$ cat src/riscv_decode_pkg.sv
package riscv_decode_pkg;

    localparam int XLEN       = 32;
    localparam int REG_ADDR_W = 5;
    localparam int NUM_REGS   = 32;
    localparam int CSR_ADDR_W = 12;

    // machine CSRs kept by the stage
    localparam logic [CSR_ADDR_W-1:0] CSR_MSTATUS  = 12'h300;
    localparam logic [CSR_ADDR_W-1:0] CSR_MTVEC    = 12'h305;
    localparam logic [CSR_ADDR_W-1:0] CSR_MSCRATCH = 12'h340;
    localparam logic [CSR_ADDR_W-1:0] CSR_MEPC     = 12'h341;
    localparam logic [CSR_ADDR_W-1:0] CSR_MCAUSE   = 12'h342;

    typedef enum logic [6:0] {
        OP_IMM        = 7'b0010011,
        OP_REG        = 7'b0110011, // R-type and M-extension
        OP_LOAD       = 7'b0000011,
        OP_STORE      = 7'b0100011,
        OP_BRANCH     = 7'b1100011,
        OP_JAL        = 7'b1101111,
        OP_JALR       = 7'b1100111,
        OP_LUI        = 7'b0110111,
        OP_AUIPC      = 7'b0010111,
        OP_FENCE      = 7'b0001111,
        OP_SYSTEM_CSR = 7'b1110011,
        OP_NOP_CODE   = 7'b0000001  // core's own bubble encoding
    } opcode_e;

    typedef enum logic [6:0] {
        F7_BASE   = 7'b0000000,
        F7_ALT    = 7'b0100000,
        F7_MULDIV = 7'b0000001
    } funct7_e;

    typedef enum logic [2:0] {
        F3_CSRRW  = 3'b001,
        F3_CSRRS  = 3'b010,
        F3_CSRRC  = 3'b011,
        F3_CSRRWI = 3'b101,
        F3_CSRRSI = 3'b110,
        F3_CSRRCI = 3'b111
    } csr_funct3_e;

    // memory and branch widths
    localparam logic [2:0] F3_LB   = 3'b000;
    localparam logic [2:0] F3_LH   = 3'b001;
    localparam logic [2:0] F3_LW   = 3'b010;
    localparam logic [2:0] F3_LBU  = 3'b100;
    localparam logic [2:0] F3_LHU  = 3'b101;
    localparam logic [2:0] F3_SB   = 3'b000;
    localparam logic [2:0] F3_SH   = 3'b001;
    localparam logic [2:0] F3_SW   = 3'b010;
    localparam logic [2:0] F3_BEQ  = 3'b000;
    localparam logic [2:0] F3_BNE  = 3'b001;
    localparam logic [2:0] F3_BLT  = 3'b100;
    localparam logic [2:0] F3_BGE  = 3'b101;
    localparam logic [2:0] F3_BLTU = 3'b110;
    localparam logic [2:0] F3_BGEU = 3'b111;

    typedef struct packed {
        logic [XLEN-1:0] inst;
        logic [XLEN-1:0] inst_addr;
    } fetch_pkt_t;

    typedef struct packed {
        logic [REG_ADDR_W-1:0] rs1;
        logic [REG_ADDR_W-1:0] rs2;
    } reg_rd_addr_t;

    typedef struct packed {
        logic                  we;
        logic [REG_ADDR_W-1:0] addr;
        logic [XLEN-1:0]       data;
    } gpr_wr_t;

    typedef struct packed {
        logic                  we;
        logic [CSR_ADDR_W-1:0] addr;
        logic [XLEN-1:0]       data;
    } csr_wr_t;

    typedef struct packed {
        reg_rd_addr_t          raddr;
        logic                  reg_we;
        logic [REG_ADDR_W-1:0] rd;
        logic [CSR_ADDR_W-1:0] csr_addr;
        logic                  csr_we;
        logic                  mem_req;
    } dec_ctrl_t;

    typedef struct packed {
        logic [XLEN-1:0]       inst;
        logic [XLEN-1:0]       inst_addr;
        logic [XLEN-1:0]       rs1_data;
        logic [XLEN-1:0]       rs2_data;
        logic [XLEN-1:0]       csr_data;
        logic                  reg_we;
        logic [REG_ADDR_W-1:0] rd;
        logic                  csr_we;
        logic [CSR_ADDR_W-1:0] csr_addr;
        logic                  mem_req;
    } dec_bundle_t;

endpackage
$ cat src/decode_top.sv
module decode_top import riscv_decode_pkg::*; (
    input  logic        clk,
    input  logic        rst_n_i,

    input  logic        in_valid_i,
    output logic        in_ready_o,
    input  fetch_pkt_t  in_pkt_i,

    output logic        out_valid_o,
    input  logic        out_ready_i,
    output dec_bundle_t out_bundle_o,

    // writeback ports
    input  gpr_wr_t     gpr_wr_i,
    input  csr_wr_t     csr_wr_i,

    input  logic        ex_jump_flag_i,
    output logic        mem_req_o
);

    dec_ctrl_t       ctrl;
    logic [XLEN-1:0] rs1_data;
    logic [XLEN-1:0] rs2_data;
    logic [XLEN-1:0] csr_data;

    inst_decoder u_inst_decoder (
        .inst_i (in_pkt_i.inst),
        .ctrl_o (ctrl)
    );

    gpr_file u_gpr_file (
        .clk        (clk),
        .rst_n_i    (rst_n_i),
        .rd_addr_i  (ctrl.raddr),
        .rs1_data_o (rs1_data),
        .rs2_data_o (rs2_data),
        .wr_i       (gpr_wr_i)
    );

    csr_file u_csr_file (
        .clk     (clk),
        .rst_n_i (rst_n_i),
        .raddr_i (ctrl.csr_addr),
        .rdata_o (csr_data),
        .wr_i    (csr_wr_i)
    );

    decode_stage u_decode_stage (
        .clk            (clk),
        .rst_n_i        (rst_n_i),
        .in_valid_i     (in_valid_i),
        .in_ready_o     (in_ready_o),
        .in_pkt_i       (in_pkt_i),
        .ctrl_i         (ctrl),
        .rs1_data_i     (rs1_data),
        .rs2_data_i     (rs2_data),
        .csr_data_i     (csr_data),
        .out_valid_o    (out_valid_o),
        .out_ready_i    (out_ready_i),
        .out_bundle_o   (out_bundle_o),
        .ex_jump_flag_i (ex_jump_flag_i),
        .mem_req_o      (mem_req_o)
    );

endmodule

$ cat src/decode_stage.sv
module decode_stage import riscv_decode_pkg::*; (
    input  logic            clk,
    input  logic            rst_n_i,

    // from fetch
    input  logic            in_valid_i,
    output logic            in_ready_o,
    input  fetch_pkt_t      in_pkt_i,

    // decoder and storage, same cycle
    input  dec_ctrl_t       ctrl_i,
    input  logic [XLEN-1:0] rs1_data_i,
    input  logic [XLEN-1:0] rs2_data_i,
    input  logic [XLEN-1:0] csr_data_i,

    // to execute
    output logic            out_valid_o,
    input  logic            out_ready_i,
    output dec_bundle_t     out_bundle_o,
    input  logic            ex_jump_flag_i,
    output logic            mem_req_o
);

    logic        valid_q;
    dec_bundle_t bundle_q;
    logic        accept;

    assign in_ready_o = ~valid_q | out_ready_i; // empty or draining
    assign accept     = in_valid_i & in_ready_o;

    always_ff @(posedge clk or negedge rst_n_i) begin
        if (!rst_n_i) begin
            valid_q <= 1'b0;
        end else if (in_ready_o) begin
            valid_q <= in_valid_i;
        end
    end

    always_ff @(posedge clk) begin
        if (accept) begin
            bundle_q.inst      <= in_pkt_i.inst;
            bundle_q.inst_addr <= in_pkt_i.inst_addr;
            bundle_q.rs1_data  <= rs1_data_i;
            bundle_q.rs2_data  <= rs2_data_i;
            bundle_q.csr_data  <= csr_data_i;
            bundle_q.reg_we    <= ctrl_i.reg_we;
            bundle_q.rd        <= ctrl_i.rd;
            bundle_q.csr_we    <= ctrl_i.csr_we;
            bundle_q.csr_addr  <= ctrl_i.csr_addr;
            bundle_q.mem_req   <= ctrl_i.mem_req;
        end
    end

    assign out_valid_o  = valid_q;
    assign out_bundle_o = bundle_q;

    // hold off the bus while execute redirects
    assign mem_req_o = valid_q & bundle_q.mem_req & ~ex_jump_flag_i;

endmodule

$ cat src/csr_file.sv
module csr_file import riscv_decode_pkg::*; (
    input  logic                  clk,
    input  logic                  rst_n_i,
    input  logic [CSR_ADDR_W-1:0] raddr_i,
    output logic [XLEN-1:0]       rdata_o,
    input  csr_wr_t               wr_i
);

    logic [XLEN-1:0] mstatus;
    logic [XLEN-1:0] mtvec;
    logic [XLEN-1:0] mepc;
    logic [XLEN-1:0] mcause;
    logic [XLEN-1:0] mscratch;

    always_ff @(posedge clk or negedge rst_n_i) begin
        if (!rst_n_i) begin
            mstatus  <= '0;
            mtvec    <= '0;
            mepc     <= '0;
            mcause   <= '0;
            mscratch <= '0;
        end else if (wr_i.we) begin
            case (wr_i.addr)
                CSR_MSTATUS:  mstatus  <= wr_i.data;
                CSR_MTVEC:    mtvec    <= wr_i.data;
                CSR_MEPC:     mepc     <= wr_i.data;
                CSR_MCAUSE:   mcause   <= wr_i.data;
                CSR_MSCRATCH: mscratch <= wr_i.data;
                default: ; // not implemented, write dropped
            endcase
        end
    end

    always_comb begin
        case (raddr_i)
            CSR_MSTATUS:  rdata_o = mstatus;
            CSR_MTVEC:    rdata_o = mtvec;
            CSR_MEPC:     rdata_o = mepc;
            CSR_MCAUSE:   rdata_o = mcause;
            CSR_MSCRATCH: rdata_o = mscratch;
            default:      rdata_o = '0;
        endcase
    end

endmodule

$ cat src/gpr_file.sv
module gpr_file import riscv_decode_pkg::*; (
    input  logic            clk,
    input  logic            rst_n_i,
    input  reg_rd_addr_t    rd_addr_i,
    output logic [XLEN-1:0] rs1_data_o,
    output logic [XLEN-1:0] rs2_data_o,
    input  gpr_wr_t         wr_i
);

    // x0 has no storage
    logic [XLEN-1:0] regs [1:NUM_REGS-1];

    always_ff @(posedge clk or negedge rst_n_i) begin
        if (!rst_n_i) begin
            for (int i = 1; i < NUM_REGS; i++) begin
                regs[i] <= '0;
            end
        end else if (wr_i.we && wr_i.addr != '0) begin
            regs[wr_i.addr] <= wr_i.data;
        end
    end

    // no write-through, a write shows up the cycle after
    always_comb begin
        if (rd_addr_i.rs1 == '0) begin
            rs1_data_o = '0;
        end else begin
            rs1_data_o = regs[rd_addr_i.rs1];
        end
        if (rd_addr_i.rs2 == '0) begin
            rs2_data_o = '0;
        end else begin
            rs2_data_o = regs[rd_addr_i.rs2];
        end
    end

endmodule

$ cat src/inst_decoder.sv
module inst_decoder import riscv_decode_pkg::*; (
    input  logic [XLEN-1:0] inst_i,
    output dec_ctrl_t       ctrl_o
);

    opcode_e               opcode;
    logic [2:0]            funct3;
    logic [6:0]            funct7;
    logic [REG_ADDR_W-1:0] rd;
    logic [REG_ADDR_W-1:0] rs1;
    logic [REG_ADDR_W-1:0] rs2;

    assign opcode = opcode_e'(inst_i[6:0]);
    assign funct3 = inst_i[14:12];
    assign funct7 = inst_i[31:25];
    assign rd     = inst_i[11:7];
    assign rs1    = inst_i[19:15];
    assign rs2    = inst_i[24:20];

    always_comb begin
        ctrl_o = '0; // unknown encodings fall through as all zero
        case (opcode)
            OP_IMM: begin // every funct3 is a valid ALU op
                ctrl_o.raddr.rs1 = rs1;
                ctrl_o.reg_we    = 1'b1;
                ctrl_o.rd        = rd;
            end
            OP_REG: begin
                if (funct7 == F7_BASE || funct7 == F7_ALT) begin
                    ctrl_o.raddr.rs1 = rs1;
                    ctrl_o.raddr.rs2 = rs2;
                    ctrl_o.reg_we    = 1'b1;
                    ctrl_o.rd        = rd;
                end else if (funct7 == F7_MULDIV) begin
                    ctrl_o.raddr.rs1 = rs1;
                    ctrl_o.raddr.rs2 = rs2;
                    ctrl_o.reg_we    = ~funct3[2]; // div/rem write back later
                    ctrl_o.rd        = rd;
                end
            end
            OP_LOAD: begin
                if (funct3 inside {F3_LB, F3_LH, F3_LW, F3_LBU, F3_LHU}) begin
                    ctrl_o.raddr.rs1 = rs1;
                    ctrl_o.reg_we    = 1'b1;
                    ctrl_o.rd        = rd;
                    ctrl_o.mem_req   = 1'b1;
                end
            end
            OP_STORE: begin
                if (funct3 inside {F3_SB, F3_SH, F3_SW}) begin
                    ctrl_o.raddr.rs1 = rs1;
                    ctrl_o.raddr.rs2 = rs2;
                    ctrl_o.mem_req   = 1'b1;
                end
            end
            OP_BRANCH: begin
                if (funct3 inside {F3_BEQ, F3_BNE, F3_BLT, F3_BGE, F3_BLTU, F3_BGEU}) begin
                    ctrl_o.raddr.rs1 = rs1;
                    ctrl_o.raddr.rs2 = rs2;
                end
            end
            OP_JAL, OP_LUI, OP_AUIPC: begin
                ctrl_o.reg_we = 1'b1;
                ctrl_o.rd     = rd;
            end
            OP_JALR: begin
                ctrl_o.raddr.rs1 = rs1;
                ctrl_o.reg_we    = 1'b1;
                ctrl_o.rd        = rd;
            end
            OP_SYSTEM_CSR: begin
                case (funct3)
                    F3_CSRRW, F3_CSRRS, F3_CSRRC: begin
                        ctrl_o.raddr.rs1 = rs1;
                        ctrl_o.reg_we    = 1'b1;
                        ctrl_o.rd        = rd;
                        ctrl_o.csr_addr  = inst_i[31:20];
                        ctrl_o.csr_we    = 1'b1;
                    end
                    F3_CSRRWI, F3_CSRRSI, F3_CSRRCI: begin
                        // rs1 field is the immediate here, nothing to read
                        ctrl_o.reg_we   = 1'b1;
                        ctrl_o.rd       = rd;
                        ctrl_o.csr_addr = inst_i[31:20];
                        ctrl_o.csr_we   = 1'b1;
                    end
                    default: ctrl_o = '0; // ecall/ebreak and reserved
                endcase
            end
            OP_FENCE, OP_NOP_CODE: ctrl_o = '0;
            default: ctrl_o = '0;
        endcase
    end

endmodule

$ cat config.mk
export PLATFORM = sky130hd
export DESIGN_NAME = decode_top
export DESIGN_NICKNAME = d
export VERILOG_FILES = /design/src/riscv_decode_pkg.sv /design/src/decode_top.sv /design/src/decode_stage.sv /design/src/csr_file.sv /design/src/gpr_file.sv /design/src/inst_decoder.sv
export SDC_FILE = /design/constraint.sdc
export NUM_CORES = 2
export LEC_CHECK = 0
export BUFFER_PORTS_ARGS = -buffer_cell sky130_fd_sc_hd__buf_4
export CELL_PAD_IN_SITES_DETAIL_PLACEMENT = 1
export CELL_PAD_IN_SITES_GLOBAL_PLACEMENT = 2
export CORE_MARGIN = 1
export CORE_UTILIZATION = 48
export DETAILED_ROUTE_END_ITERATION = 8
export GPL_ROUTABILITY_DRIVEN = 0
export PLACE_DENSITY = 0.88
export SLEW_MARGIN = 20
export SYNTH_ARGS = -nofsm -noshare
export SYNTH_HDL_FRONTEND = slang
export SYNTH_HIERARCHICAL = 1
export SYNTH_SLANG_ARGS = --single-unit
$ cat constraint.sdc
create_clock -name clk -period 4.8 [get_ports clk]
set_input_delay 0.96 -clock clk [delete_from_list [all_inputs] [get_ports clk]]
set_output_delay 0.96 -clock clk [all_outputs]
set_load 0.01 [all_outputs]
* Word level (Yosys, flattened, before mapping)
Cells that the tools add are included.
** Operators by class
- Muxes and demuxes :: 25
- $lt $le $gt $ge :: 4
- Bitwise gates (word level) :: 10
- Reduce and logical (&&, ||, !) cells :: 20
- Equality and inequality tests :: 29
** Operators by type and width (number)
- 992-bit bitwise mux :: 1
- 32-bit binary-select mux with 5-bit select :: 2
- 32-bit demux with 5-bit select :: 1
- 32-bit two-way mux :: 5
- 32-bit one-hot mux with 5 select lines :: 1
- 12-bit by 10-bit equality test with 1-bit output, second input constant :: 10
- 16-bit two-way mux :: 2
- 5-bit one-hot mux with 6 select lines :: 1
- 7-bit by 6-bit equality test with 1-bit output, second input constant :: 4
- 7-bit equality test, second input constant :: 4
- 6-bit one-hot mux with 4 select lines :: 1
- 10-bit two-way mux :: 2
- 19-bit two-way mux :: 1
- 6-bit greater-or-equal comparator, second input constant :: 3
- 5-bit NOT with 6-bit output :: 3
- 5-bit one-hot mux with 3 select lines :: 1
- 7-bit by 5-bit equality test with 1-bit output, second input constant :: 2
- 13-bit two-way mux :: 1
- 3-bit equality test, second input constant :: 4
- 5-bit logical NOT :: 2
- 5-bit two-way mux :: 2
- 2-bit AND reduction :: 5
- 5-bit nonzero test :: 2
- 7-bit by 1-bit equality test with 1-bit output, second input constant :: 1
- 20 further kinds :: 27
** Word-level totals
- Output and inout bits :: 183
- Logic and storage cells :: 135
- Input bits :: 152
- Register bits after elaboration :: 1333

* Logic depth before layout (Yosys ltp)
- Word-level depth :: 8
- Depth in mapped cells :: 14
- Gate-level depth less buffers :: 8

* Cells and area by module
The synthesis kept the hierarchy.
** Modules (own cells, without submodules)
- gpr_file :: cells an instance 4132, area an instance 53662.7 sq um, instances 1, sequential area each 24823.8 sq um
- csr_file :: cells an instance 517, area an instance 7300.8 sq um, instances 1, sequential area each 4003.8 sq um
- decode_stage :: cells an instance 186, area an instance 5466.5 sq um, instances 1, sequential area each 5430.2 sq um
- inst_decoder :: cells an instance 64, area an instance 430.4 sq um, instances 1, sequential area each 0.0 sq um

* Worst setup path before layout
OpenSTA, ideal clock, no wires.
- Path kind :: input-to-reg
- Start point :: input port in_pkt_i[59] (netlist bit)
- End point :: register u_decode_stage.bundle_q, in the netlist u_decode_stage/out_bundle_o[112], data pin
- Setup slack :: 0.974 ns
- Path buffers :: 2
- Setup time :: 0.263 ns
- Required time :: 4.537 ns
- Stages :: 10
- Arrival :: 3.562 ns
- Path through :: or4_4 > a2111oi_4 > o31ai_2 > a21boi_1 > buf_4 > buf_2 > mux4_2 > nor2b_1 > a211oi_1 > nor4_2
** RTL lines
- from (decl) :: line decode_top.sv:7 : input fetch_pkt_t in_pkt_i,
- to (decl) :: line decode_stage.sv:25 : dec_bundle_t bundle_q;

==> impl_metrics.yaml <==
floorplan:
  io_pins: 335
  fp.dieH_um: 375
  core_um2: 138000
  die_w_um: 375
  rows: 136
  dieArea_um2: 141000
  initial_core_util: 0.485
worst_setup_path:
  setup.worst_path.class: "primary input to register"
  cpPeakStageDelay_ns: 0.60
  crit_fanout: 24
  worstPathArrival_ns: 4.58
  crit_chain: "buf_4, or4_4, a2111oi_4, o31ai_2, a21boi_4, buf_12, buf_12, nand2b_4, buf_4, o22ai_1, nor3_1, nor4_1"
  cp-start-kind: "primary input"
  worst_path_max_delay_cell: "a2111oi_4"
  cp_data_required_time_ns: 5.33
  end_kind: "register"
cells_and_area:
  area.sequential_um2: 34300
  multi_input_area_um2: 30500
  nFillCells: 13186
  drive_gt1_frac: 0.405
  area_growth_pct: 15.6
  nets: 5306
clock_tree:
  postCtsSetupBuffers: 0
  htreeDepth: 4
  ctsResizeCount: 0
  cts_buffer_depth: 3
  cts_hold_buf: 0
  numCtsBuffers: 146
  tritoncts: "yes"
  clock_latency_ns: 0.80
  cts-root-buf: "clkbuf_16"
  path_clk_slew_ns: 0.06
  cts_sinks: 1333
placement:
  dpl.hpwl_um: 144000
  place_ws_ns: -0.00395
  portBuffers: 334
logic_synthesis:
  synth-main-ff-cell: "dfrtp_1"
  synth_area_leaders: "dfrtp_1 43%, mux2_2 19%, mux2i_1 11%"
  synth_common_cells: "1153 x dfrtp_1, 1100 x mux2_2, 709 x mux2i_1"
  synthArstFlopShare: 0.865
  synth_cell_types: 66
  synth_area_um2: 66900
  synth_nets: 5051
  yosysTopAreaCell: "dfrtp_1"
  synthCells: 4899
  ys_seq_area_frac: 0.512
  syn_avg_cell_area_um2: 13.6
  ys_seq_elements: 1333
  yosysMostFrequentCell: "dfrtp_1"
  synth_edf_count: 180
  synth_top_area_share: 0.432
  yosys_warnings: 6
timing:
  fin_ws_ns: 0.747
  slew_violations: 0
  fin_skew_ns: 0.0229
  fin_crit_ns: 4.05
  max_freq_ghz: 0.247
  hold_violations: 0
  maxSlewHeadroom: 0.268
  setup_violations: 0
  tightest_slew_ns: 1.09
  setup_tns_ns: 0
  rsz0062_at_grt: "false"
  fin_crit_sh: 0.844
route:
  routedWlPerCell_um: 33.3
  drt-initial-drc-count: 4861
  via_count: 47187
  wirelength_um: 235000
  drc: 0
  ant_nets: 0
  vias_per_cell: 6.67
  dr.pass1.iters: 6
global_routing:
  overflow: 0
  grt_max_degree: 147
  grt_antenna_before_repair: 11
  grt_pass1_wl_um: 348000
  track_usage: 0.334
  grt_pass1_vias: 50660
power:
  irDropWorstVdd_mv: 0.271
  p_leak_nw: 31.6
  p_total_mw: 30.3
  powerDensity_nw_per_um2: 392
job:
  maxCapViolations: 0
min_path:
  hold_class: "primary input to asynchronous set/reset pin"
run_status:
  run_status: "finished clean"
-- cells by family after synthesis --
logic type	after synthesis	synth area share
AOI/OAI and AO/OA	693	0.0728
buffers and inverters	487	0.0365
DFF	1333	0.512
muxes	2022	0.345
and+or+nand+nor	364	0.0330
-- layout by cell type, fill, tap and decap left out, types with 6 or more instances in the layout --
cell type	n
nor4_2	18
mux2i_1	709
a221o_1	70
clkbuf_16	148
inv_6	9
nand2_2	16
mux2_4	30
nor2_1	8
o21ai_0	24
mux2_1	86
a21oi_1	75
mux4_2	97
clkinv_1	7
o211ai_1	13
bufinv_16	13
a2bb2oi_1	6
edfxtp_1	180
buf_4	510
buf_12	76
inv_1	7
nand2_1	6
nor4_1	37
nor3_1	137
nor2_4	13
nand2b_1	8
dfrtp_1	1153
a22o_1	26
nor2b_1	39
clkbuf_1	41
clkinv_2	18
a22oi_1	156
o22ai_1	256
a211oi_1	43
mux2_2	1100
clkbuf_8	25
and2_1	17
-- path summary, 6_finish.rpt --
path | start | to | slack (ns) | cells after the start
max in group asynchronous | rst_n_i | u_gpr_file/regs[203] | 3.33 | 2
min in group clk | in_pkt_i[15] | u_decode_stage/out_bundle_o[131] | 0.34 | 1
worst min register to register | u_csr_file/mstatus[22] | u_csr_file/mstatus[22] | 0.50 | 1
worst min-delay path | rst_n_i | u_csr_file/mepc[26] | 0.14 | 1
worst max-delay path | in_pkt_i[59] | u_decode_stage/out_bundle_o[106] | 0.75 | 12
worst max register to register | u_decode_stage/out_valid_o | u_decode_stage/out_bundle_o[114] | 2.64 | 3
-- report_power, final --
group          switching (mW)  total, mW  internal [mW]  leakage [nW]
logic                    1.76       4.05           2.29          12.5
registers                1.42       14.6           13.2          16.7
clock network            4.82       11.6           6.79          2.39
total                    8.00       30.3           22.3          31.6
-- per-stage QoR --
stage,cells,hold WS (ns),util,cell area (um^2)
after global routing,7071,0.153,0.561,77300
final,7072,0.138,0.561,77300
after CTS,7068,0.131,0.561,77300
after floorplan,4899,0.458,-,66900
after global placement,6800,0.468,0.525,72400
after detailed placement,6800,0.486,0.525,72400
-- final cells by class --
class	instances	share of cell area
Antenna cell	4	0.000130
Clock inverter	54	0.00876
Multi-Input combinational cell	3079	0.395
Sequential cell	1333	0.443
Timing Repair Buffer	587	0.0694
Clock buffer	214	0.0544
Inverter	7	0.000340
Tap cell	1794	0.0290
-- worst max-delay path, delay by kind of cell --
| family | cells | cell delay (ns) |
|---|---|---|
| simple gates | 4 | 1.41 |
| compound gates | 4 | 1.30 |
| buf+inv | 4 | 0.89 |
-- sequential cells by signal (all words and copies together) (netlist names) --
register and cells:
u_gpr_file/regs 992, u_decode_stage/out_valid_o 1, u_decode_stage/out_bundle_o 180, u_csr_file/mscratch 32, u_csr_file/mcause 32, u_csr_file/mtvec 32
u_csr_file/mstatus 32, u_csr_file/mepc 32
-- metal layers --
metal,global-route usage,vias up,part of all wire
li1,-,19180,-
met1,0.454,25332,0.42
met2,0.521,2101,0.46
met3,0.0692,564,0.080
met4,0.138,10,0.041
met5,0,-,0.00031
Note: power is estimated with default switching activity, not from simulation.
